$ cat src/md_cfg.svh
/*
  Build-time sizes for the pair filter and force evaluator.
  FIFO depths must be powers of two. Both stage counts are fixed at 3 by the RTL.
  MD_R2_W must hold the sum of three squared MD_DIFF_W differences.
*/
`ifndef MD_CFG_SVH
`define MD_CFG_SVH

// Particle data widths
`define MD_COORD_W        10
`define MD_ID_W           21
`define MD_DIFF_W         11
`define MD_R2_W           22

// Table lookup and force widths
`define MD_BIN_W          8
`define MD_COEF_W         8
`define MD_FORCE_W        20

// Buffer depths
`define MD_IN_DEPTH       4
`define MD_FILT_DEPTH     16
`define MD_OUT_DEPTH      16

// Pipeline stage counts
`define MD_FILT_LATENCY   3
`define MD_FORCE_LATENCY  3

// Squared cutoff loaded by reset
`define MD_CUTOFF_RESET   22'h100000

`endif
$ cat src/md_pair_pkg.sv
/*
  Types for a particle pair at the input port and inside the filter.
  Coordinates are unsigned. Differences are neighbor minus reference.
*/
`include "md_cfg.svh"

package md_pair_pkg;

	// Particle IDs of one pair
	typedef struct packed
	{
		logic [`MD_ID_W-1:0] ref_id;
		logic [`MD_ID_W-1:0] nbr_id;
	} pair_ids_t;

	// One particle position, unsigned per axis
	typedef struct packed
	{
		logic [`MD_COORD_W-1:0] x;
		logic [`MD_COORD_W-1:0] y;
		logic [`MD_COORD_W-1:0] z;
	} position_t;

	// Input port word and input FIFO word
	typedef struct packed
	{
		pair_ids_t ids;
		position_t ref_pos;
		position_t nbr_pos;
	} pair_in_t;

	// Signed per-axis differences
	// Range is +/- (2**MD_COORD_W - 1)
	typedef struct packed
	{
		logic signed [`MD_DIFF_W-1:0] dx;
		logic signed [`MD_DIFF_W-1:0] dy;
		logic signed [`MD_DIFF_W-1:0] dz;
	} diff_t;

endpackage

$ cat src/md_force_pkg.sv
/*
  Types for kept pairs and force results.
  The r2 word is read raw for the cutoff and as bin plus fraction for the table.
*/
`include "md_cfg.svh"

package md_force_pkg;

	// Table view of r2, with the upper bits as the bin
	typedef struct packed
	{
		logic [`MD_BIN_W-1:0]          bin;
		logic [`MD_R2_W-`MD_BIN_W-1:0] frac;
	} r2_fields_t;

	// Same r2 word decoded two ways
	typedef union packed
	{
		logic [`MD_R2_W-1:0] raw;
		r2_fields_t          fields;
	} r2_word_u;

	// Filter buffer word and pipeline input
	typedef struct packed
	{
		md_pair_pkg::pair_ids_t ids;
		md_pair_pkg::diff_t     diff;
		r2_word_u               r2;
	} kept_pair_t;

	// Output FIFO word and output port
	typedef struct packed
	{
		md_pair_pkg::pair_ids_t        ids;
		logic signed [`MD_FORCE_W-1:0] fx;
		logic signed [`MD_FORCE_W-1:0] fy;
		logic signed [`MD_FORCE_W-1:0] fz;
	} force_out_t;

endpackage

$ cat src/pair_filter.sv
/*
  Three-stage difference, square and cutoff filter with its buffer.
  Kept pairs are r2 strictly below the cutoff. back_pressure leaves room for
  every pair between the input FIFO read and the buffer write.
*/
`timescale 1ns/100ps
`include "md_cfg.svh"

module pair_filter
(
	input  logic                     clk,
	input  logic                     rst,
	// From the input FIFO, one cycle after its read
	input  logic                     in_valid,
	input  md_pair_pkg::pair_in_t    in_pair,
	input  logic [`MD_R2_W-1:0]      cutoff,
	// Buffer read side
	input  logic                     pop,
	output md_force_pkg::kept_pair_t kept,
	output logic                     kept_available,
	output logic                     back_pressure
);

	localparam int LAT = `MD_FILT_LATENCY;
	localparam int CNT_W = $clog2(`MD_FILT_DEPTH + 1);
	// Stall while free space is LAT + 1 or less
	localparam logic [CNT_W-1:0] BP_LEVEL = CNT_W'(`MD_FILT_DEPTH - LAT - 1);

	// Valid bits shifted along the stages
	logic [LAT-1:0] vld;

	// Stage registers
	md_pair_pkg::pair_ids_t   s1_ids;
	md_pair_pkg::diff_t       s1_diff;
	md_pair_pkg::pair_ids_t   s2_ids;
	md_pair_pkg::diff_t       s2_diff;
	logic [`MD_R2_W-1:0]      s2_sq_x;
	logic [`MD_R2_W-1:0]      s2_sq_y;
	logic [`MD_R2_W-1:0]      s2_sq_z;
	md_force_pkg::kept_pair_t s3_pair;
	logic                     s3_keep;

	logic [`MD_R2_W-1:0] r2_sum;
	logic [CNT_W-1:0]    buf_used;
	logic                buf_empty;
	logic                buf_wr;

	////////////////////////////////////////////////////////////
	// Arithmetic stages
	////////////////////////////////////////////////////////////
	// Sum of squares feeding the compare
	assign r2_sum = s2_sq_x + s2_sq_y + s2_sq_z;

	always_ff @(posedge clk)
	begin
		// Stage 1 neighbor minus reference, zero extended to signed
		s1_ids <= in_pair.ids;
		s1_diff.dx <= $signed({1'b0, in_pair.nbr_pos.x}) - $signed({1'b0, in_pair.ref_pos.x});
		s1_diff.dy <= $signed({1'b0, in_pair.nbr_pos.y}) - $signed({1'b0, in_pair.ref_pos.y});
		s1_diff.dz <= $signed({1'b0, in_pair.nbr_pos.z}) - $signed({1'b0, in_pair.ref_pos.z});
		// Stage 2 squares, always non-negative
		s2_ids <= s1_ids;
		s2_diff <= s1_diff;
		s2_sq_x <= s1_diff.dx * s1_diff.dx;
		s2_sq_y <= s1_diff.dy * s1_diff.dy;
		s2_sq_z <= s1_diff.dz * s1_diff.dz;
		// Stage 3 r2 and cutoff decision
		s3_pair.ids <= s2_ids;
		s3_pair.diff <= s2_diff;
		s3_pair.r2.raw <= r2_sum;
		s3_keep <= (r2_sum < cutoff);
	end

	// Valid follows the data one stage per cycle
	always_ff @(posedge clk)
	begin
		if (rst)
			vld <= '0;
		else
			vld <= {vld[LAT-2:0], in_valid};
	end

	////////////////////////////////////////////////////////////
	// Filter buffer
	////////////////////////////////////////////////////////////
	assign buf_wr = vld[LAT-1] && s3_keep;
	assign kept_available = ~buf_empty;
	// Used count covers in-flight pairs with margin
	assign back_pressure = (buf_used >= BP_LEVEL);

	pair_fifo
	#(
		.WIDTH($bits(md_force_pkg::kept_pair_t)),
		.DEPTH(`MD_FILT_DEPTH)
	)
	u_filt_buf
	(
		.clk(clk),
		.rst(rst),
		.wr_en(buf_wr),
		.wr_data(s3_pair),
		.rd_en(pop),
		.rd_data(kept),
		.empty(buf_empty),
		.used(buf_used)
	);

endmodule

$ cat src/pair_fifo.sv
/*
  Synchronous FIFO. DEPTH must be a power of two.
  rd_data updates one cycle after rd_en. Overflow and underflow are not guarded.
*/
`timescale 1ns/100ps

module pair_fifo
#(
	parameter int WIDTH = 8,
	parameter int DEPTH = 16,
	localparam int PTR_W = $clog2(DEPTH),
	localparam int CNT_W = $clog2(DEPTH + 1)
)
(
	input  logic             clk,
	input  logic             rst,
	input  logic             wr_en,
	input  logic [WIDTH-1:0] wr_data,
	input  logic             rd_en,
	output logic [WIDTH-1:0] rd_data,
	output logic             empty,
	output logic [CNT_W-1:0] used
);

	// Storage array
	logic [WIDTH-1:0] mem [0:DEPTH-1];
	logic [PTR_W-1:0] wr_ptr;
	logic [PTR_W-1:0] rd_ptr;

	assign empty = (used == '0);

	////////////////////////////////////////////////////////////
	// Data path
	////////////////////////////////////////////////////////////
	always_ff @(posedge clk)
	begin
		if (wr_en)
			mem[wr_ptr] <= wr_data;
		// Read data held until the next read
		if (rd_en)
			rd_data <= mem[rd_ptr];
	end

	////////////////////////////////////////////////////////////
	// Pointers and word count
	////////////////////////////////////////////////////////////
	always_ff @(posedge clk)
	begin
		if (rst)
		begin
			wr_ptr <= '0;
			rd_ptr <= '0;
			used <= '0;
		end
		else
		begin
			// Pointers wrap on their own width
			if (wr_en)
				wr_ptr <= wr_ptr + 1'b1;
			if (rd_en)
				rd_ptr <= rd_ptr + 1'b1;
			// Simultaneous read and write leaves count alone
			case ({wr_en, rd_en})
				2'b10: used <= used + 1'b1;
				2'b01: used <= used - 1'b1;
				default: used <= used;
			endcase
		end
	end

endmodule

$ cat config.mk
export PLATFORM = sky130hd
export DESIGN_NAME = pair_filter
export DESIGN_NICKNAME = d
export VERILOG_FILES = /design/src/md_pair_pkg.sv /design/src/md_force_pkg.sv /design/src/pair_filter.sv /design/src/pair_fifo.sv
export VERILOG_INCLUDE_DIRS = /design/src
export SDC_FILE = /design/constraint.sdc
export NUM_CORES = 2
export LEC_CHECK = 0
export BUFFER_PORTS_ARGS = -buffer_cell sky130_fd_sc_hd__clkbuf_2
export CORE_UTILIZATION = 60
export CTS_CLUSTER_DIAMETER = 150
export DETAILED_ROUTE_END_ITERATION = 7
export PLACE_DENSITY = 0.77
export SLEW_MARGIN = 20
export SYNTH_ARGS = -nofsm -noshare
export SYNTH_HDL_FRONTEND = slang
export SYNTH_SLANG_ARGS = --single-unit
$ cat constraint.sdc
create_clock -name clk -period 18.8 [get_ports clk]
set_input_delay 3.76 -clock clk [delete_from_list [all_inputs] [get_ports clk]]
set_output_delay 3.76 -clock clk [all_outputs]
set_load 0.1 [all_outputs]
==> run summary <==
#FFs+latches synth -> 1,973
core area -> 138,000 sq um
worst skew pair latency -> 0.81 ns
grt total ovfl -> 0
IO Pins -> 227
post-DP HPWL -> 99.0 mm
RR Startpoint -> s1_diff[21]
Post-CTS Setup Bufs -> 0
Antenna Nets Post-Route -> 0
CTS Hold Bufs -> 0
share of cells above drive strength 1 -> 21.3%
met3 Use GR -> 4.06%
Final setup viols -> 0
fin crit period -> 5.66 ns
Synth Net Count -> 5,114
placed insts -> 6,356
Mapped Cells -> 4,440
met1 usage -> 34.6%
CTS Buf Count -> 184
critical path arrival -> 1.90 ns
die height -> 375 um
PortBufs -> 226
gr busiest metal -> met2
crit path max fanout -> 1
CP bufs+invs -> 1
first-pass GRT wire length -> 275 mm
Detailed Route Iter0 Violations -> 3,892
worst hold start -> s1_ids[23]
final wirelength -> 185 mm
Syn-to-layout area delta -> 11.0%
share of synthesized registers carrying an async set or reset -> 0%
total negative slack -> 0 ns
min-delay worst type -> reg -> reg
Syn. warnings -> 0
clk slew on worst S/H paths -> 0.06 ns
Finished Layout Cells -> 6,703
# DRC -> 0
RSZ-0062 raised after global routing -> false
initial antenna violation count -> 8
Starting Density -> 60.6%
vias per cell -> 6.16
Post-Syn Area -> 83,600 sq um
Resized cells post-CTS -> 0
CP max-delay cell -> edfxtp_1
Longest Clk Path Bufs -> 3
Die ar. -> 141,000 sq um
Yosys cell types -> 62
Final Hold Vio Count -> 0
final net count -> 5,423
status -> finished clean
vias in the first global route -> 43,100
chip width -> 375 um
Crit path required time -> 15.04 ns
R2R setup slack -> 13.18 ns
RR Endpoint -> s2_sq_y[21]
WL per Instance -> 27.6 um
clock sink count -> 1,973
CP Capture Type -> output port
CTS Root Cell -> clkbuf_16
critical path's top delay family -> flip-flops
worst hold margin -> 0.314 ns
drt first pass iters -> 7
Rows -> 136
EDFF count, synth -> 1,649
met2 Use GR -> 47.4%
vias -> 41,300
Primary FF master, synth -> edfxtp_1
Slew @ Worst Pin -> 1.13 ns
slowest stage delay, CP -> 0.57 ns
max-cap violations -> 0
Final Wtd Congestion -> 0.828
Fmax -> 177 MHz
Critical path origin -> u_filt_buf.rd_data[46]
clk_skew -> 0.0312 ns
crit start category -> flip-flop
Final Max Slew Viols -> 0
CTS tree -> yes
hold endpoint -> s2_ids[23]
Global Route Usage Sum -> 26.9%
Final period util -> 30.1%
Rel. slew slack -> 24.4%
sequential fraction of the synthesis area -> 67.0%
largest net degree at the start of global routing -> 157
worst path cell trace -> clkbuf_2
R2R depth -> 16
Setup CP Type -> reg -> out
htree depth -> 4
worst hold path depth -> 0
Mean Syn Cell Area -> 18.8 sq um
-- worst register-to-register path, stage by stage, from the launching register on --
cell	delay (ns)
dfxtp_1	0.84
nand2_1	0.31
fa_1	0.56
inv_1	0.05
fa_1	0.48
fa_1	0.50
fa_1	0.49
inv_1	0.05
fa_1	0.47
inv_1	0.04
ha_1	0.32
and2_1	0.21
a221oi_1	0.35
nand3_1	0.18
a31oi_1	0.39
o211ai_1	0.12
nor3b_1	0.16
-- cell families (layout without fill, tap and decap cells) --
group | after synthesis | after routing | share of synthesized area, %
muxes | 488 | 488 | 13.1
AOI/OAI and AO/OA | 230 | 230 | 1.77
xor gates and xnor gates | 133 | 133 | 1.39
buffers and inverters | 623 | 1091 | 2.95
other | 1 | 2 | 0.00449
and+or+nand+nor | 446 | 446 | 2.65
DFF | 1973 | 1973 | 67.0
adders and majority gates | 546 | 546 | 11.1
-- placed cells by master (no fill, tap or decap), drive strengths merged, types with 44 or more instances in the layout --
cell type / count
clkinv: 44
mux4: 485
a21o: 45
xnor2: 94
edfxtp: 1649
ha: 219
inv: 475
and2: 64
nand2: 140
nor2b: 53
clkbuf: 509
dfxtp: 324
buf: 52
nor2: 87
a21oi: 67
fa: 327
-- layout make-up --
class / count / area [sq um]
inverters: 469 / 1760
fillers: 8720 / 45100
flip-flops and latches: 1973 / 56000
diodes: 1 / 2.50
well taps: 1794 / 2240
repair buffers: 277 / 1590
clock inverters: 61 / 612
clock buffers: 284 / 5310
multi-input cells: 1844 / 25200
-- per-stage QoR --
step | instance area [sq um] | utilization [%] | setup slack [ns]
floorplan | 83600 | - | 10.76
global placement | 86800 | 63.0 | 12.98
detailed placement | 86800 | 63.0 | 12.99
CTS | 92700 | 67.3 | 13.05
global route | 92700 | 67.3 | 12.75
finish | 92700 | 67.3 | 13.14
-- worst max path at each step --
stage | end | slack (ns) | cells past startpoint
6_report | kept[46] | 13.14 | 1
5_1_grt | s2_sq_y[21] | 12.75 | 16
4_1_cts | kept[46] | 13.05 | 1
3_5_place_dp | u_filt_buf.rd_data[17] | 12.99 | 3
3_3_place_gp | u_filt_buf.rd_data[42] | 12.98 | 3
2_1_floorplan | u_filt_buf.mem[3][0] | 10.76 | 4
-- state kept, by name (all words and copies together) (netlist names), 5 cells and up --
name,count
s1_ids,42
s1_diff,33
s2_sq_y,21
s2_diff,30
u_filt_buf.mem,1552
u_filt_buf.used,5
u_filt_buf.rd_data,97
s2_sq_x,21
s2_ids,42
s3_pair,97
s2_sq_z,21
-- routing by layer --
metal  vias up  share of wire (%)
met5         -             0.0081
met1     21800                 37
met4         2                2.9
li1      17300                  -
met3       302                6.7
met2      1857                 53
-- Yosys cell counts, drive strengths merged, types with 9 or more instances --
| library cell | count | area (sq um) |
|---|---|---|
| dfxtp | 324 | 6490 |
| ha | 219 | 2740 |
| a31oi | 18 | 113 |
| xnor2 | 94 | 823 |
| nor2 | 87 | 327 |
| xor2 | 39 | 342 |
| buf | 55 | 333 |
| nor2b | 53 | 332 |
| nand2 | 140 | 526 |
| nor3 | 17 | 85.1 |
| a21o | 45 | 338 |
| clkbuf | 99 | 372 |
| nand3 | 12 | 60.1 |
| o211ai | 10 | 75.1 |
| o21ai | 41 | 205 |
| fa | 327 | 6550 |
| and2 | 64 | 400 |
| mux4 | 485 | 10900 |
| a21oi | 67 | 339 |
| nand4 | 14 | 87.6 |
| edfxtp | 1649 | 49500 |
| nand2b | 21 | 131 |
| and3 | 9 | 56.3 |
| inv | 469 | 1760 |
Power is left out: the tool's default activity adds up to more than one toggle a clock period on the data nets, which glitch-free logic cannot reach.
