[src/md_cfg.svh]
/*
  Build-time sizes for the pair filter and force evaluator.
  FIFO depths must be powers of two. Both stage counts are fixed at 3 by the RTL.
  MD_R2_W must hold the sum of three squared MD_DIFF_W differences.
*/
`ifndef MD_CFG_SVH
`define MD_CFG_SVH

// Particle data widths
`define MD_COORD_W        10
`define MD_ID_W           21
`define MD_DIFF_W         11
`define MD_R2_W           22

// Table lookup and force widths
`define MD_BIN_W          8
`define MD_COEF_W         8
`define MD_FORCE_W        20

// Buffer depths
`define MD_IN_DEPTH       4
`define MD_FILT_DEPTH     16
`define MD_OUT_DEPTH      16

// Pipeline stage counts
`define MD_FILT_LATENCY   3
`define MD_FORCE_LATENCY  3

// Squared cutoff loaded by reset
`define MD_CUTOFF_RESET   22'h100000

`endif
[src/cutoff_regs.sv]
/*
  Squared cutoff register. A load on cfg_we is seen from the next cycle on.
*/
`timescale 1ns/100ps
`include "md_cfg.svh"

module cutoff_regs
(
	input  logic                clk,
	input  logic                rst,
	// Configuration strobe and value
	input  logic                cfg_we,
	input  logic [`MD_R2_W-1:0] cfg_cutoff,
	// To the filter compare stage
	output logic [`MD_R2_W-1:0] cutoff
);

	////////////////////////////////////////////////////////////
	// Cutoff register
	////////////////////////////////////////////////////////////
	always_ff @(posedge clk)
	begin
		if (rst)
		begin
			cutoff <= `MD_CUTOFF_RESET;
		end
		else if (cfg_we)
		begin
			// Takes effect on the next edge
			cutoff <= cfg_cutoff;
		end
	end

endmodule

[config.mk]
export PLATFORM = sky130hd
export DESIGN_NAME = cutoff_regs
export DESIGN_NICKNAME = d
export VERILOG_FILES = /design/src/cutoff_regs.sv
export VERILOG_INCLUDE_DIRS = /design/src
export SDC_FILE = /design/constraint.sdc
export NUM_CORES = 1
export LEC_CHECK = 0
export ABC_AREA = 1
export BUFFER_PORTS_ARGS = -buffer_cell sky130_fd_sc_hd__buf_4
export CAP_MARGIN = 0
export CORE_ASPECT_RATIO = 1.25
export CORE_UTILIZATION = 39
export DETAILED_ROUTE_END_ITERATION = 10
export PLACE_DENSITY_LB_ADDON = 0.3
export SLEW_MARGIN = 25
export SYNTH_ARGS = -nofsm -noshare
export SYNTH_HDL_FRONTEND = slang
export SYNTH_SLANG_ARGS = --single-unit
[constraint.sdc]
create_clock -name clk -period 0.8 [get_ports clk]
set_clock_uncertainty 0.05 [all_clocks]
set_input_delay 0.16 -clock clk [delete_from_list [all_inputs] [get_ports clk]]
set_output_delay 0.16 -clock clk [all_outputs]
set_load 0.03 [all_outputs]
==> impl_metrics.tcl, run 1 <==
set metrics [dict create \
    cp_top_family "flip-flops" \
    syn_nets 164 \
    cp_num_cells 1 \
    h-tree-depth 1 \
    yosysTopAreaCellShare_pct 47.8 \
    cts_sinks 22 \
    cap_viol_max_count 0 \
    synthSimpleGateAreaFrac_pct 35.6 \
    crit_path_end "cutoff[6]" \
    cts_root_buf "clkbuf_4" \
    path_buf_inv 1 \
    fin_ws_ps -211 \
    die_w_um 45.5 \
    ys_async_sr_fraction_pct 0 \
    yosys_warnings 0 \
    io_buffers 46 \
    place_ws_ps 0.875 \
    violations "setup timing" \
    critPathRequiredTime_ps 590 \
    synth_commonest_cells "nand2_1, nor2_1, inv_1" \
    synth_compound_area_share_pct 0 \
    ys_ff_latch 22 \
    slew_headroom_pct 91.4 \
    synth_edf_count 0 \
    arrival_ps 800 \
    gr-total-overflow 0 \
    coreArea_um2 2210 \
    critPathCaptureType "output port" \
    worstSetupStartpoint "cutoff[6]$_SDFFE_PP0P_" \
    first_pass_iters 3 \
    reg.largest.list "cutoff: 22 flops" \
    hold_buffers 0 \
    synth_top_family_by_area "simple AND/OR/NAND/NOR gates" \
    synth_area_leaders "dfxtp_1, nand2_1, nor2_1" \
    cts_tree "built" \
    crit_slowest_cell "dfxtp_2" \
    vias_per_cell 4.17 \
    grt_pass1_vias 817 \
    grt_max_degree 24 \
    diodes 0 \
    drv_slew 0 \
    synth_fa_ha_area_share_pct 0 \
    timing.rr.start "cutoff[0]$_SDFFE_PP0P_" \
    timing.fmax_mhz 989 \
    n_fill_cell 206 \
    rrSetupSlack_ps 60 \
    gp_congestion 0.638 \
    period_minus_slack_ps 1010 \
    final-setup-viol-count 22 \
    clk_pin_slew_ps 130 \
    status "complete, but fails checks" \
    whs_ps 25.8 \
    syn_to_final_growth_pct 59.5 \
    post-route-period-util_pct 126 \
    power.total_mw 2.71 \
    synth_area_leader_cell "dfxtp_1" \
    syn_area_per_cell_um2 6.63 \
    cts_buffers 3 \
    fin_nets 212 \
    synth_cell_types 7 \
    top_register "cutoff" \
    ys_seq_area_share_pct 47.8 \
    r2r-end "cutoff[0]$_SDFFE_PP0P_" \
    antenna_found_initial 0 \
    regArea_um2 468 \
    critPathMaxStageDelay_ps 370 \
    ant_nets 0 \
    synthMuxAreaShare_pct 0 \
    vdd_drop_max_mv 1.25 \
    grt_use_total_pct 16.2 \
    dp_hpwl_mm 1.45 \
    clockBufferDepth 2 \
    insertion_delay_ps 310 \
    cp_cell_sequence "buf_6" \
    cp_max_fo 2 \
    remaining_drc_errors 0 \
    grt_pass1_wl_mm 3.18 \
    hold_path_class "primary input to flop" \
    synth-main-ff-cell "dfxtp_1" \
    path_class "flop to output port" \
    die_area_um2 2560 \
    wl_per_cell_um 8.82 \
    syn_area_um2 921 \
    routed_wl_mm 1.91 \
    start_kind "flop" \
    rsz0062_at_grt "true" \
    num_rows 19 \
    leakage_nw 0.824 \
    layout-drive-gt1-share_pct 40.9 \
    initial_core_util_pct 41.7 \
    drt_iter0_drc 7 \
    die_height_um 56.3 \
    io_pins 47 \
    synthCells 139 \
    rr_worst_depth 3 \
    worst_pin_slew_ps 130 \
    synth.most_common_cell "nand2_1" \
    p_per_area_nw_per_um2 1850 \
    largest_register_ffs 22 \
    num_vias 905 \
    synth-xor-area-share_pct 0 \
    finalHoldViolCount 0 \
    multi_input_area_um2 328 \
]
-- what timing repair did --
item,4_1_cts,5_1_grt
endpoints found under the setup margin,22,22
endpoints found under the hold margin,0,0
gates cloned,0,0
pin swaps,0,0
buffers inserted,0,1
resized for setup,44,0
-- power by group --
group          total [mW]  internal (mW)  switching, mW
clock network       0.838          0.506          0.332
logic               0.634          0.311          0.323
registers            1.24           1.19         0.0543
total                2.71           2.01          0.709
-- cell type report --
cell class | count | area share (%)
Sequential cell | 22 | 31.9
Clock buffer | 3 | 1.53
Clock inverter | 1 | 2.04
Tap cell | 31 | 2.64
Inverter | 23 | 5.88
Timing Repair Buffer | 50 | 33.7
Multi-Input combinational cell | 87 | 22.3
-- metal layers --
metal  vias up  track usage [%]  wire length (um)  part of all wire, %
li1        481                -                 -                    -
met1       392             19.3               809                   42
met2        30             27.3               986                   52
met3         2             3.54               110                  5.7
met4         0             5.63                 8                 0.42
met5         -                0                 0                    0
-- how the worst min path moves through the flow --
stage	start	endpoint	slack, ps	cells after the start
floorplan	cfg_cutoff[20]	cutoff[20]$_SDFFE_PP1P_	240	2
CTS	cfg_cutoff[20]	cutoff[20]$_SDFFE_PP1P_	20	3
detailed placement	cfg_cutoff[20]	cutoff[20]$_SDFFE_PP1P_	340	3
global placement	cfg_cutoff[20]	cutoff[20]$_SDFFE_PP1P_	330	3
global route	cfg_cutoff[20]	cutoff[20]$_SDFFE_PP1P_	20	3
finish	cfg_cutoff[20]	cutoff[20]$_SDFFE_PP1P_	30	3
-- layout by cell type, fill, tap and decap left out, drive strengths merged --
cell type / count
inv: 23
clkbuf: 3
nand3: 1
buf: 50
nand2: 44
nor2: 42
bufinv: 1
dfxtp: 22
-- cells by family after synthesis --
logic type	count (synthesis)
buffers and inverters	30
DFF	22
and+or+nand+nor	87
-- through the flow --
stage          setup TNS [ps]  cell area [um^2]  cells  util [%]
2_1_floorplan               0               921    139         -
3_3_place_gp                0              1300    212      58.7
3_5_place_dp                0              1300    212      58.7
4_1_cts                 -4570              1460    216      66.1
5_1_grt                 -5150              1470    217      66.4
6_report                -4300              1470    217      66.4
Note: power is estimated with default switching activity, not from simulation.
==> run 2, diff against run 1 <==
- CORE_UTILIZATION: 39 -> 32
==> run 2 against run 1 <==
Compared with the run above: routed wire length rose by 0.68%; the flow still finishes with violations (setup timing); cell area fell by 1.4%; sequential share of layout area increased by 0.44 points; utilization down 13 points; critical endpoint is now cutoff[10]; register-to-register slack better by 100 ps; global-route usage is 2.7 points lower.
==> impl_metrics.tcl, run 2 (synthesis gave the netlist of run 1 again) <==
set metrics [dict create \
    status "complete, but fails checks" \
    violations "setup timing" \
    layout_common_cells "nand2_1, nor2_1, buf_4, inv_1" \
    wl_per_cell_um 8.80 \
    largest_register_ffs 22 \
    fin_ws_ps -194 \
    cts_buffers 3 \
    routed_wl_mm 1.93 \
    reg.largest.list "cutoff: 22 flops" \
    coreArea_um2 2710 \
    cap_viol_max_count 0 \
    h-tree-depth 1 \
    arrival_ps 780 \
    initial_core_util_pct 34.0 \
    cts_root_buf "clkbuf_4" \
    top_layer "met3" \
    grt_pass1_wl_mm 3.20 \
    rrSetupSlack_ps 160 \
    vias_per_cell 4.11 \
    layout-drive-gt1-share_pct 40.5 \
    first_pass_iters 2 \
    clockBufferDepth 2 \
    gp_congestion 0.633 \
    die_area_um2 3100 \
    antenna_found_initial 0 \
    hold_path_class "primary input to flop" \
    wl_met1_um 865 \
    remaining_drc_errors 0 \
    timing.fmax_mhz 1010 \
    vdd_drop_max_mv 0.929 \
    worst_pin_slew_ps 117 \
    cts_sinks 22 \
    crit_slowest_cell "dfxtp_2" \
    wl_met3_um 122 \
    power.total_mw 2.46 \
    cp_cell_sequence "buf_6" \
    die_w_um 50.0 \
    gr-total-overflow 0 \
    rsz0062_at_grt "true" \
    critPathRequiredTime_ps 590 \
    clk_pin_slew_ps 110 \
    placed_cell_area_um2 1300 \
    layout_commonest_cell "nand2_1" \
    grt_pass1_vias 811 \
    whs_ps 22.6 \
    grt_use_total_pct 13.5 \
    critPathMaxStageDelay_ps 360 \
    n_fill_cell 273 \
    num_vias 899 \
    post-route-period-util_pct 124 \
    finalHoldViolCount 0 \
    fin_nets 211 \
    diodes 0 \
    multi_input_area_um2 328 \
    regArea_um2 468 \
    num_rows 21 \
    io_buffers 46 \
    wl_met2_um 939 \
    insertion_delay_ps 300 \
    start_kind "flop" \
    period_minus_slack_ps 994 \
    ant_nets 0 \
    cp_top_family "flip-flops" \
    top_register "cutoff" \
    slew_headroom_pct 92.2 \
    io_pins 47 \
    dp_hpwl_mm 1.42 \
    p_per_area_nw_per_um2 1700 \
    grt_max_degree 25 \
    path_class "flop to output port" \
    cts_tree "built" \
    path_buf_inv 1 \
    drt_iter0_drc 9 \
    leakage_nw 0.812 \
    cp_max_fo 2 \
    final-setup-viol-count 22 \
    critPathCaptureType "output port" \
    drv_slew 0 \
    syn_to_final_growth_pct 57.3 \
    die_height_um 62.0 \
    final_area_um2 1450 \
]
## run 2: cell count changes in the layout (fill, tap and decap cells not counted)
| cell | previous run | this run |
|---|---|---|
| buf_4 | 25 | 24 |
| clkbuf_8 | 0 | 1 |
| bufinv_16 | 1 | 0 |
## run 2: metal layers
metal,GRT usage [%],vias to the layer above
li1,-,484
met5,0,-
met4,4.90,0
met2,24.6,34
met1,15.4,381
met3,3.16,0
## run 2: cell type report
cell class / count / area share [%]
Timing Repair Buffer: 49 / 33.7
Tap cell: 34 / 2.94
Inverter: 23 / 5.96
Clock buffer: 4 / 2.50
Sequential cell: 22 / 32.3
Multi-Input combinational cell: 87 / 22.6
## run 2: worst paths after layout
path                                         startpoint                       to  cells after the start
worst max register to register   cutoff[7]$_SDFFE_PP0P_   cutoff[7]$_SDFFE_PP0P_                      2
worst min register to register  cutoff[20]$_SDFFE_PP1P_  cutoff[20]$_SDFFE_PP1P_                      2
worst min-delay path                     cfg_cutoff[20]  cutoff[20]$_SDFFE_PP1P_                      3
worst max-delay path            cutoff[10]$_SDFFE_PP0P_               cutoff[10]                      1
## run 2: metrics by stage
| stage | instances | setup slack, ps | util (%) | setup TNS, ps |
|---|---|---|---|---|
| after floorplan | 139 | 38.3 | - | 0 |
| after global placement | 215 | 45.7 | 48.1 | 0 |
| after detailed placement | 215 | -0.153 | 48.1 | -0.153 |
| after CTS | 219 | -211 | 53.5 | -4460 |
| after global routing | 219 | -232 | 53.5 | -4880 |
| final | 219 | -194 | 53.5 | -4110 |
## run 2: power breakdown
part | leakage, nW | switching, mW | internal (mW) | total, mW
Combinational | 0.602 | 0.322 | 0.307 | 0.629
Sequential | 0.189 | 0.0542 | 1.19 | 1.24
Clock | 0.0210 | 0.316 | 0.277 | 0.593
## run 2: repair_timing
item / in CTS / in global routing
hold buffers: 0 / 0
setup endpoints to repair: 22 / 22
hold endpoints to repair: 0 / 0
resized for setup: 44 / 0
setup buffers: 0 / 0
## run 2: worst min-delay path, delay by kind of cell
| kind | cells | cell delay, ps |
|---|---|---|
| buffers and inverters | 1 | 80 |
| and+or+nand+nor | 2 | 100 |
==> run 3, diff against run 2 <==
- BUFFER_PORTS_ARGS: -buffer_cell sky130_fd_sc_hd__buf_4 -> -buffer_cell sky130_fd_sc_hd__buf_2
- CORE_UTILIZATION: 32 -> 39
==> run 3 against run 2 <==
Compared with the run above: worst hold slack better by 12 ps; the run still ends with setup timing left; first-iteration DRC count up 22%; worst setup slack about the same; critical path type unchanged; count of clock-buffer cells in the layout is the same; critical endpoint is now cutoff[3].
==> impl_metrics.tcl, run 3 (synthesis gave the netlist of run 1 again) <==
set metrics [dict create \
    num_vias 906 \
    worstSetupStartpoint "cutoff[3]$_SDFFE_PP0P_" \
    initial_core_util_pct 41.7 \
    layout_commonest_cell "nand2_1" \
    syn_to_final_growth_pct 53.7 \
    gp_congestion 0.618 \
    dp.cells 212 \
    critPathRequiredTime_ps 590 \
    clk_pin_slew_ps 120 \
    ant_nets 0 \
    wl_per_cell_um 8.75 \
    largest_register_ffs 22 \
    die_w_um 45.5 \
    critPathMaxStageDelay_ps 360 \
    p_per_area_nw_per_um2 1730 \
    cts_tree "built" \
    path_buf_inv 1 \
    wl_met3_um 112 \
    top_layer "met4" \
    die_height_um 56.3 \
    fin_setup_tns_ps -4070 \
    grt_max_degree 23 \
    cts_sinks 22 \
    gr-total-overflow 0 \
    drv_slew 0 \
    n_fill_cell 207 \
    crit_path_end "cutoff[3]" \
    cp_max_fo 2 \
    final_area_um2 1420 \
    timing.fmax_mhz 1010 \
    cp_num_cells 1 \
    grt_pass1_vias 832 \
    regArea_um2 468 \
    cp_top_family "flip-flops" \
    num_rows 19 \
    wl_met2_um 963 \
    period_minus_slack_ps 994 \
    worst_pin_slew_ps 121 \
    wl_met1_um 840 \
    routed_wl_mm 1.92 \
    fin_ws_ps -194 \
    slew_headroom_pct 91.9 \
    drt_iter0_drc 11 \
    crit_slowest_cell "dfxtp_2" \
    hold_path_class "primary input to flop" \
    placed_cell_area_um2 1180 \
    die_area_um2 2560 \
    layout-drive-gt1-share_pct 41.8 \
    clockBufferDepth 2 \
    h-tree-depth 1 \
    critPathCaptureType "output port" \
    grt_pass1_wl_mm 3.24 \
    cts_root_buf "clkbuf_4" \
    io_buffers 46 \
    insertion_delay_ps 290 \
    cap_viol_max_count 0 \
    start_kind "flop" \
    holdPathStages 3 \
    remaining_drc_errors 0 \
    timing.rr.start "cutoff[12]$_SDFFE_PP0P_" \
    vias_per_cell 4.12 \
    multi_input_area_um2 328 \
    antenna_found_initial 0 \
    grt_use_total_pct 16.5 \
    arrival_ps 780 \
    cp_cell_sequence "buf_6" \
    layout_common_cells "nand2_1, nor2_1, buf_2, inv_1" \
    vdd_drop_max_mv 1.34 \
    leakage_nw 0.812 \
    finalHoldViolCount 0 \
    final-setup-viol-count 22 \
    first_pass_iters 4 \
    rsz0062_at_grt "true" \
    post-route-period-util_pct 124 \
    rrSetupSlack_ps 50 \
    status "complete, but fails checks" \
    fin_nets 215 \
    diodes 0 \
    cts_buffers 3 \
    path_class "flop to output port" \
    io_pins 47 \
    rr_worst_depth 3 \
    dp_hpwl_mm 1.34 \
    r2r-end "cutoff[12]$_SDFFE_PP0P_" \
    violations "setup timing" \
    reg.largest.list "cutoff: 22 flops" \
    top_register "cutoff" \
    final_cell_count_no_fill 220 \
    coreArea_um2 2210 \
]
[run 3: changes by cell type in the layout (fill, tap and decap cells not counted)]
cell   change
buf_4     -20
buf_2     +24
[run 3: worst min-delay path by stage]
stage / from / endpoint / slack [ps]
after floorplan: cfg_cutoff[20] / cutoff[20]$_SDFFE_PP1P_ / 240
after global placement: cfg_cutoff[20] / cutoff[20]$_SDFFE_PP1P_ / 320
after detailed placement: cfg_cutoff[20] / cutoff[20]$_SDFFE_PP1P_ / 350
after CTS: cfg_cutoff[20] / cutoff[20]$_SDFFE_PP1P_ / 30
after global routing: cfg_cutoff[20] / cutoff[20]$_SDFFE_PP1P_ / 40
final: cfg_cutoff[20] / cutoff[20]$_SDFFE_PP1P_ / 30
[run 3: area by class of cell]
type                       instances  area share (%)
inverter                          23            6.10
tap                               31            2.74
timing repair buffer              53            32.4
sequential                        22            33.1
multi-input combinational         87            23.2
clock buffer                       4            2.56
[run 3: stage by stage]
step | total power, mW | setup slack, ps | hold slack [ps] | utilization [%]
floorplan | 1.58 | 38.3 | 236 | -
global placement | 1.73 | 26.5 | 323 | 53.5
detailed placement | 1.74 | -5.19 | 346 | 53.5
CTS | 2.46 | -207 | 26.6 | 63.0
global route | 2.58 | -236 | 36.5 | 64.0
finish | 2.45 | -194 | 34.6 | 64.0
[run 3: timing repair]
item                                    4_1_cts  5_1_grt
resized for setup                            66        0
endpoints found under the setup margin       22       22
setup buffers                                 1        3
pin swaps                                     0        0
hold buffers                                  0        0
[run 3: where the power goes]
part	internal, mW	total, mW	switching, mW
registers	1.19	1.24	0.0534
clock network	0.277	0.589	0.312
logic	0.290	0.616	0.326
[run 3: metal layers]
layer  global-route usage (%)  up-vias
met5                        0        -
met4                     5.19        0
met3                     1.93        2
met2                     28.2       32
met1                     20.6      383
li1                         -      489
