===== src/pair_fifo.sv =====
/*
  Synchronous FIFO. DEPTH must be a power of two.
  rd_data updates one cycle after rd_en. Overflow and underflow are not guarded.
*/
`timescale 1ns/100ps

module pair_fifo
#(
	parameter int WIDTH = 8,
	parameter int DEPTH = 16,
	localparam int PTR_W = $clog2(DEPTH),
	localparam int CNT_W = $clog2(DEPTH + 1)
)
(
	input  logic             clk,
	input  logic             rst,
	input  logic             wr_en,
	input  logic [WIDTH-1:0] wr_data,
	input  logic             rd_en,
	output logic [WIDTH-1:0] rd_data,
	output logic             empty,
	output logic [CNT_W-1:0] used
);

	// Storage array
	logic [WIDTH-1:0] mem [0:DEPTH-1];
	logic [PTR_W-1:0] wr_ptr;
	logic [PTR_W-1:0] rd_ptr;

	assign empty = (used == '0);

	////////////////////////////////////////////////////////////
	// Data path
	////////////////////////////////////////////////////////////
	always_ff @(posedge clk)
	begin
		if (wr_en)
			mem[wr_ptr] <= wr_data;
		// Read data held until the next read
		if (rd_en)
			rd_data <= mem[rd_ptr];
	end

	////////////////////////////////////////////////////////////
	// Pointers and word count
	////////////////////////////////////////////////////////////
	always_ff @(posedge clk)
	begin
		if (rst)
		begin
			wr_ptr <= '0;
			rd_ptr <= '0;
			used <= '0;
		end
		else
		begin
			// Pointers wrap on their own width
			if (wr_en)
				wr_ptr <= wr_ptr + 1'b1;
			if (rd_en)
				rd_ptr <= rd_ptr + 1'b1;
			// Simultaneous read and write leaves count alone
			case ({wr_en, rd_en})
				2'b10: used <= used + 1'b1;
				2'b01: used <= used - 1'b1;
				default: used <= used;
			endcase
		end
	end

endmodule


===== config.mk =====
export PLATFORM = sky130hd
export DESIGN_NAME = pair_fifo
export DESIGN_NICKNAME = d
export VERILOG_FILES = /design/src/pair_fifo.sv
export SDC_FILE = /design/constraint.sdc
export NUM_CORES = 1
export LEC_CHECK = 0
export BUFFER_PORTS_ARGS = -buffer_cell sky130_fd_sc_hd__buf_2
export CAP_MARGIN = 25
export CORE_MARGIN = 5
export CORE_UTILIZATION = 61
export DETAILED_ROUTE_END_ITERATION = 12
export PLACE_DENSITY_LB_ADDON = 0.15
export SLEW_MARGIN = 5
export SYNTH_ARGS = -nofsm -noshare
export SYNTH_HDL_FRONTEND = slang
export SYNTH_SLANG_ARGS = --single-unit

===== constraint.sdc =====
create_clock -name clk -period 2.65 [get_ports clk]
set_input_delay 0.3975 -clock clk [delete_from_list [all_inputs] [get_ports clk]]
set_output_delay 0.3975 -clock clk [all_outputs]
set_load 0.1 [all_outputs]

==> flow_summary.toml, run 1 <==
[run_status]
status = "completed"

[setup_path]
worst_setup_path_start_kind = "flip-flop"
cp_max_fo = 8
reg2regPathDepth = 4
cp-end-kind = "output port"
critPathKind = "flip-flop to output port"
worstPathRequired_ps = 2250
critical_path_arrival_ps = 1980

[grt]
overflow = 0
busiest_layer = "met2"
met3_usage_pct = 5.62
grt_pass1_vias = 3104
grt_pass1_wl_um = 17000
antenna_found_initial = 0
grt_use_met2_pct = 34.0
grt_max_degree = 30
use_met1_pct = 26.1
grt_usage_pct = 20.5

[finish]
fin_util_pct = 70.2
multi_input_area_um2 = 1510
drive_gt1_share_pct = 27.1
seq_area_um2 = 4350
area_growth_pct = 13.7
layout.nets = 371
num_antenna_cells = 0
final.fill_count = 617

[synthesis]
yosysWarnings = 0
syn_area_um2 = 5980
synth_seq_cells = 149
synth_edf_count = 136
synth-async-reset-ratio_pct = 0
synth_flop_cell = "edfxtp_1"
avgSynthCellArea_um2 = 18.8
netlist_instances = 318
seq_area_frac_synth_pct = 72.7
synthDistinctLibCells = 39
syn-num-nets = 339

[sta]
slew-limit-headroom_pct = 52.8
slew_violations = 0
worstMarginPinSlew_ps = 707
setup_tns_ps = 0
rsz0062_at_grt = "no"
period_minus_slack_ps = 2370
final_hold_viol_count = 0
fmax_mhz = 421
setup_viol = 0
skew_ps = 5.85
period_share_pct = 89.6
final.setup.worst_slack_ps = 275

[route]
drt_first_iter_violations = 178
viasPerCell = 5.92
vias = 2932
wl_per_cell_um = 21.9
wirelength_um = 10800
drt_first_pass_iters = 4
drc = 0
ant_nets = 0

[power_and_ir_drop]
power_uw = 5660
vdd_drop_max_v = 0.000527
powerDensity_nw_per_um2 = 832
leakagePower_uw = 0.00228

[floorplanning]
die_area_um2 = 11900
fp-row-count = 36
die_y_um = 109
start_util_pct = 61.7
die_w_um = 109
coreArea_um2 = 9680
ioPinCount = 26

[hold_path]
hp-class = "input port to flip-flop"
whs_path_depth = 3

[clocking]
hold_buffers = 0
ctsHtreeMaxLevel = 4
cts_tree = "done"
root_buffer = "clkbuf_8"
cts_buffers = 17
postCtsSetupBuffers = 0
cts.sinks = 149
cts_resized = 0
cts_buffer_depth = 2
clock_latency_ps = 520
clk_pin_slew_ps = 60

[placed_design]
dp_hpwl_um = 6630
dp_slack_ps = 350
routabilityCongestion = 0.809
io_buffer_count = 25

[flow_run]
maxCapViolCount = 0
metal layers:
| metal | up-vias | part of all wire (%) |
|---|---|---|
| li1 | 1333 | - |
| met1 | 1497 | 42 |
| met2 | 89 | 52 |
| met3 | 13 | 5.3 |
| met4 | 0 | 1.2 |
| met5 | - | 0 |
synth_stat cells, types with 2 or more instances:
cell type | n | area [um2]
ha_1 | 9 | 113
nor2b_1 | 2 | 12.5
xor2_1 | 6 | 52.6
edfxtp_1 | 136 | 4080
o21ai_0 | 2 | 10.0
nor3_1 | 4 | 20.0
buf_6 | 4 | 45.0
xnor2_1 | 3 | 26.3
dfxtp_1 | 13 | 260
nand4_1 | 3 | 18.8
mux2i_1 | 3 | 30.0
or4_1 | 2 | 15.0
buf_1 | 3 | 11.3
a22oi_1 | 16 | 120
mux4_2 | 32 | 721
nand2_1 | 16 | 60.1
nor3b_1 | 2 | 15.0
buf_4 | 2 | 15.0
and2_1 | 17 | 106
nand3_1 | 2 | 10.0
inv_1 | 5 | 18.8
nor2_1 | 15 | 56.3
clkbuf_1 | 5 | 18.8
metrics by stage:
step | cell area, um2 | cells | hold WS [ps]
after global routing | 6800 | 495 | 235
after detailed placement | 6220 | 464 | 557
after global placement | 6220 | 464 | 549
after CTS | 6800 | 495 | 212
final | 6800 | 495 | 237
after floorplan | 5980 | 318 | 496
cell type report:
type | count | share of cell area [%]
Inverter | 5 | 0.276
Sequential cell | 149 | 63.9
Clock inverter | 13 | 2.34
Timing Repair Buffer | 29 | 2.65
Multi-Input combinational cell | 148 | 22.2
Clock buffer | 18 | 6.15
Tap cell | 133 | 2.45
placed cells by master (no fill, tap or decap), types with 2 or more instances in the layout:
cell | synthesis | layout
edfxtp_1 | 136 | 136
mux4_2 | 32 | 32
inv_1 | 5 | 5
nor3b_1 | 2 | 2
nand4_1 | 3 | 3
buf_2 | 1 | 25
o21ai_0 | 2 | 2
clkinv_4 | 0 | 2
ha_1 | 9 | 9
xor2_1 | 6 | 6
mux2i_1 | 3 | 3
or4_1 | 2 | 2
a22oi_1 | 16 | 16
and2_1 | 17 | 17
bufinv_16 | 0 | 3
nand2_1 | 16 | 16
nor2_1 | 15 | 14
nor2b_1 | 2 | 2
clkinv_2 | 0 | 4
dfxtp_1 | 13 | 12
clkbuf_16 | 0 | 16
nor3_1 | 4 | 4
xnor2_1 | 3 | 3
nand3_1 | 2 | 2
buf_4 | 2 | 2
clkinvlp_4 | 0 | 3
buf_12 | 0 | 2
critical path, stage by stage (launching register included):
cell	delay, ps
dfxtp_1	390
or4_1	550
nor2_2	90
buf_2	420
registers in the layout, indices dropped and copies added (netlist names):
| name | count |
|---|---|
| used | 5 |
| wr_ptr | 4 |
| mem | 128 |
| rd_data | 8 |
| rd_ptr | 4 |
kinds of logic after synthesis:
| logic type | count (synthesis) | synth area share (%) |
|---|---|---|
| compound gates | 24 | 3.06 |
| xor+xnor | 9 | 1.32 |
| fa+ha+maj | 9 | 1.88 |
| buf+inv | 21 | 2.13 |
| flops | 149 | 72.7 |
| mux | 35 | 12.6 |
| simple gates | 71 | 6.38 |
worst paths after layout:
kind / slack (ps) / start / end
worst max-delay path: 280 / used[1]$_SDFFE_PP0P_ / empty
worst min-delay path: 240 / wr_en / wr_ptr[0]$_SDFFE_PP0P_
worst max register to register: 670 / rd_ptr[0]$_SDFFE_PP0P_ / rd_data[3]$_DFFE_PP_
worst min register to register: 580 / rd_ptr[3]$_SDFFE_PP0P_ / rd_ptr[3]$_SDFFE_PP0P_
power breakdown:
group          switching, uW  leakage (uW)  internal (uW)
logic                    473      0.000666            197
registers               52.1       0.00134           2630
clock network            879      0.000277           1420
total                   1400       0.00228           4250
(Power assumes the default switching activity.)
==> run 2: changes to the inputs <==
ABC_AREA = 1   (was default)
==> flow_summary.toml, run 2 <==
[power_and_ir_drop]
powerDensity_nw_per_um2 = 827
clkPwrFrac_pct = 45.6
p_sw_share_pct = 22.6
vdd_drop_max_v = 0.000441
combPwrFrac_pct = 9.6
leakagePower_uw = 0.00275
pwr-share-seq_pct = 44.8
internal_power_uw = 4610
switchingPower_uw = 1350

[route]
ant_nets = 0
wl_per_cell_um = 17.5
drt_first_pass_iters = 5
viasPerCell = 5.56
vias = 3988
wirelength_um = 12600
drt_first_iter_violations = 361
drc = 0

[finish]
num_antenna_cells = 0
top_regs = "mem (128), rd_data (8), used (5)"
most-common-layout-cells = "edfxtp_1, inv_1, nand2_1"
largest_reg_flops = 128
top_register = "mem"
drive_gt1_share_pct = 12.4
final_common_cell = "edfxtp_1"
layout.nets = 589
area_growth_pct = 14.4

[grt]
grt_pass1_wl_um = 20500
grt_max_degree = 57
antenna_found_initial = 0
grt_usage_pct = 21.5
grt_pass1_vias = 3961
overflow = 0

[clocking]
hold_buffers = 0
cts_resized = 0
clock_latency_ps = 520
ctsHtreeMaxLevel = 4
postCtsSetupBuffers = 0
root_buffer = "clkbuf_8"
cts_tree = "done"
cts.sinks = 149
clk_pin_slew_ps = 60
cts_buffers = 17
cts_buffer_depth = 2

[setup_path]
cp_max_fo = 4
reg2reg_from = "wr_ptr[1]$_SDFFE_PP0P_"
worstPathRequired_ps = 2250
reg2regPathDepth = 4
critical_path_arrival_ps = 1650
cp-end-kind = "output port"
critPathKind = "flip-flop to output port"
ff2ff_setup_slack_ps = 840
worst_setup_path_start_kind = "flip-flop"
reg2reg_to = "mem[8][2]$_DFFE_PP_"

[floorplanning]
die_y_um = 112
die_area_um2 = 12500
die_w_um = 112
coreArea_um2 = 10200
start_util_pct = 61.9
fp-row-count = 37
ioPinCount = 26

[synthesis]
yosysWarnings = 0
yosys-top-cells-count = "edfxtp_1, inv_1, nand2_1, nand3_1, a21oi_1"
yosysTopAreaCell = "edfxtp_1"
synth_edf_count = 136
synth_flop_cell = "edfxtp_1"
synth-async-reset-ratio_pct = 0
syn-num-nets = 559
yosys.area.top_type_share_pct = 64.8
synth_area_leaders = "edfxtp_1, inv_1, nand3_1"
avgSynthCellArea_um2 = 11.7
yosysMostFrequentCell = "edfxtp_1"
synthDistinctLibCells = 25
synth_seq_cells = 149
netlist_instances = 538
seq_area_frac_synth_pct = 68.9
syn_area_um2 = 6300

[sta]
period_share_pct = 77.3
fmax_mhz = 488
setup_viol = 0
skew_ps = 8.03
slew-limit-headroom_pct = 42.2
period_minus_slack_ps = 2050
final.setup.worst_slack_ps = 601
setup_tns_ps = 0
slew_violations = 0
worstMarginPinSlew_ps = 864
rsz0062_at_grt = "no"
final_hold_viol_count = 0

[hold_path]
whs_path_depth = 2
hp-class = "input port to flip-flop"
hold_start = "rst"
hold_end = "rd_ptr[1]$_SDFFE_PP0P_"

[run_status]
status = "completed"

[placed_design]
routabilityCongestion = 0.873
dp_slack_ps = 584
io_buffer_count = 25
dp_hpwl_um = 7920

[flow_run]
maxCapViolCount = 0
[run 2: cell count changes after synthesis, moves of 17 or more]
cell / change
o21ai_0: +34
nand2_1: +50
o211ai_1: +32
and2_1: -17
nand3_1: +51
a21oi_1: +41
inv_1: +77
mux4_2: -32
[run 2: logic make-up (layout without fill, tap and decap cells)]
| family | Yosys count | in the layout | share of synthesized area, % |
|---|---|---|---|
| xor gates and xnor gates | 3 | 3 | 0.417 |
| buffers and inverters | 110 | 153 | 8.02 |
| AOI/OAI and AO/OA | 113 | 113 | 10.3 |
| DFF | 149 | 149 | 68.9 |
| and+or+nand+nor | 154 | 154 | 10.5 |
| adders and majority gates | 9 | 9 | 1.79 |
[run 2: through the flow]
stage	instances	hold WS (ps)	power [uW]	util, %	instance area, um2
after floorplan	538	496	3160	-	6320
after global placement	685	526	3270	64.1	6530
after detailed placement	685	553	3290	64.1	6530
after CTS	717	147	5990	70.8	7210
after global routing	717	181	6160	70.8	7210
final	717	170	5960	70.8	7210
[run 2: worst max-delay path, cell delays in order, from the launching register on]
cell,delay (ps)
dfxtp_1,340
inv_1,110
nand2_1,100
nor4_4,120
buf_2,460
[run 2: power groups by stage]
| stage | logic [uW] | clock network, uW | registers [uW] |
|---|---|---|---|
| global route | 620 | 2860 | 2680 |
| detailed placement | 566 | 0 | 2720 |
| CTS | 570 | 2740 | 2670 |
| finish | 570 | 2720 | 2670 |
| global placement | 555 | 0 | 2720 |
| floorplan | 291 | 0 | 2870 |
[run 2: worst max path at each step]
stage | slack (ps) | cells past startpoint | start | end
2_1_floorplan | 320 | 3 | used[2]$_SDFFE_PP0P_ | empty
3_3_place_gp | 670 | 11 | rd_en | used[2]$_SDFFE_PP0P_
3_5_place_dp | 580 | 12 | rd_en | used[4]$_SDFFE_PP0P_
4_1_cts | 560 | 4 | used[2]$_SDFFE_PP0P_ | empty
5_1_grt | 500 | 4 | used[2]$_SDFFE_PP0P_ | empty
6_report | 600 | 4 | used[2]$_SDFFE_PP0P_ | empty
[run 2: final cells by class]
class / count / area [um2]
timing repair buffer: 37 / 228
clock buffer: 22 / 453
clock inverter: 10 / 225
sequential: 149 / 4350
inverter: 84 / 315
fill: 713 / 2980
tap: 136 / 170
multi-input combinational: 279 / 1470
[run 2: metal layers]
metal / vias to the layer above / track usage [%] / wire, um
met4: 0 / 6.16 / 164
met1: 1882 / 28.5 / 5280
met5: - / 0 / 0
met3: 19 / 5.38 / 852
met2: 150 / 35.4 / 6280
li1: 1937 / - / -
==> run 3: changes to the inputs <==
clock period = 2.06 ns   (was 2.65 ns; I/O delays follow)
==> flow_summary.toml, run 3 (synthesis gave the netlist of run 2 again) <==
[finish]
num_antenna_cells = 0
layout.nets = 603
area_growth_pct = 14.7
top_regs = "mem (128), rd_data (8), used (5)"
final_common_cell = "edfxtp_1"
largest_reg_flops = 128
most-common-layout-cells = "edfxtp_1, inv_1, nand2_1"
drive_gt1_share_pct = 15.6
top_register = "mem"

[setup_path]
worst_setup_path_start_kind = "flip-flop"
reg2regPathDepth = 6
critPathMaxStageDelay_ps = 350
critical_path_arrival_ps = 1600
reg2reg_from = "rd_ptr[0]$_SDFFE_PP0P_"
worstPathRequired_ps = 1750
reg2reg_to = "rd_data[4]$_DFFE_PP_"
ff2ff_setup_slack_ps = 400
slowest_stage = "dfxtp_4"
worstPathCellList = "inv_1, nand2_1, nor4_4, buf_4"
cp_max_fo = 4
cp-end-kind = "output port"
critPathKind = "flip-flop to output port"

[sta]
setup_tns_ps = 0
final.setup.worst_slack_ps = 146
setup_viol = 0
skew_ps = 6.30
rsz0062_at_grt = "no"
final_hold_viol_count = 0
period_share_pct = 92.9
slew_violations = 0
slew-limit-headroom_pct = 67.5
hold_ws_ps = 71.5
period_minus_slack_ps = 1910
worstMarginPinSlew_ps = 490
fmax_mhz = 523

[power_and_ir_drop]
pwr-share-seq_pct = 48.0
powerDensity_nw_per_um2 = 986
combPwrFrac_pct = 10.9
leakagePower_uw = 0.00277
internal_power_uw = 5290
p_sw_share_pct = 25.8
clkPwrFrac_pct = 41.1
switchingPower_uw = 1840
vdd_drop_max_v = 0.000691

[clocking]
root_buffer = "clkbuf_8"
clk_pin_slew_ps = 60
ctsHtreeMaxLevel = 4
cts.sinks = 149
hold_buffers = 0
cts_tree = "done"
clock_latency_ps = 520
cts_buffer_depth = 2
cts_buffers = 17

[run_status]
status = "completed"

[placed_design]
io_buffer_count = 25
dp_slack_ps = 157
dp_hpwl_um = 8190
routabilityCongestion = 0.888

[route]
ant_nets = 0
drt_first_pass_iters = 4
vias = 4073
wirelength_um = 13400
viasPerCell = 5.57
drc = 0
drt_first_iter_violations = 351
wl_per_cell_um = 18.4

[hold_path]
hold_end = "rd_ptr[1]$_SDFFE_PP0P_"
hp-class = "input port to flip-flop"
hold_start = "rst"
whs_path_depth = 2

[floorplanning]
start_util_pct = 61.9
die_area_um2 = 12500
die_w_um = 112
fp-row-count = 37
ioPinCount = 26
coreArea_um2 = 10200
die_y_um = 112

[flow_run]
maxCapViolCount = 0

[grt]
grt_usage_pct = 23.3
grt_max_degree = 67
grt_pass1_vias = 4114
antenna_found_initial = 0
grt_pass1_wl_um = 22100
overflow = 0
==> run 3: cell types whose count changed in the layout (fill, tap and decap cells not counted), sizes merged <==
cell / previous run / this run
clkbuf: 22 / 17
buf: 37 / 51
clkinvlp: 0 / 1
bufinv: 7 / 2
clkinv: 4 / 10
inv: 83 / 86
==> run 3: power groups by stage <==
stage,clock [uW],sequential (uW),combinational (uW)
CTS,2960,3420,776
detailed placement,0,3490,766
global placement,0,3490,747
global route,3130,3430,842
floorplan,0,3700,375
finish,2930,3420,776
==> run 3: layout make-up <==
| cell class | instances | area [um2] |
|---|---|---|
| sequential | 149 | 4360 |
| fill | 698 | 2950 |
| multi-input combinational | 279 | 1470 |
| clock buffer | 17 | 414 |
| timing repair buffer | 51 | 348 |
| inverter | 84 | 315 |
| tap | 136 | 170 |
| clock inverter | 15 | 156 |
==> run 3: per-stage QoR <==
stage	total power, uW	utilization, %	cell area (um2)	instances
after floorplan	4070	-	6330	538
final	7130	71.0	7230	731
after global placement	4230	65.4	6660	699
after detailed placement	4250	65.4	6660	699
after CTS	7160	71.0	7230	731
after global routing	7400	71.0	7230	731
==> run 3: worst max-delay path by stage <==
| stage | from | end | slack (ps) | depth (start not counted) |
|---|---|---|---|---|
| after floorplan | used[3]$_SDFFE_PP0P_ | empty | 10 | 3 |
| after global placement | wr_en | used[4]$_SDFFE_PP0P_ | 260 | 14 |
| after detailed placement | wr_en | used[4]$_SDFFE_PP0P_ | 160 | 14 |
| after CTS | used[2]$_SDFFE_PP0P_ | empty | 130 | 4 |
| after global routing | used[2]$_SDFFE_PP0P_ | empty | 20 | 4 |
| final | used[2]$_SDFFE_PP0P_ | empty | 150 | 4 |
==> run 3: what timing repair did <==
action                                  4_1_cts  5_1_grt
buffers inserted                              0        0
endpoints found under the setup margin        1        0
gates resized for setup                       1        0
==> run 3: critical path: cells and delay by family, from the launching register on <==
| kind | cells | cell delay (ps) |
|---|---|---|
| and+or+nand+nor | 2 | 300 |
| DFF | 1 | 350 |
| buffers and inverters | 2 | 430 |
==> run 3: per-layer routing <==
metal	share of wire (%)	vias to the layer above	track usage [%]
met4	1.4	0	7.79
met2	50	171	38.0
met3	8.1	15	4.78
met1	40	1924	31.4
li1	-	1963	-
met5	0	-	0
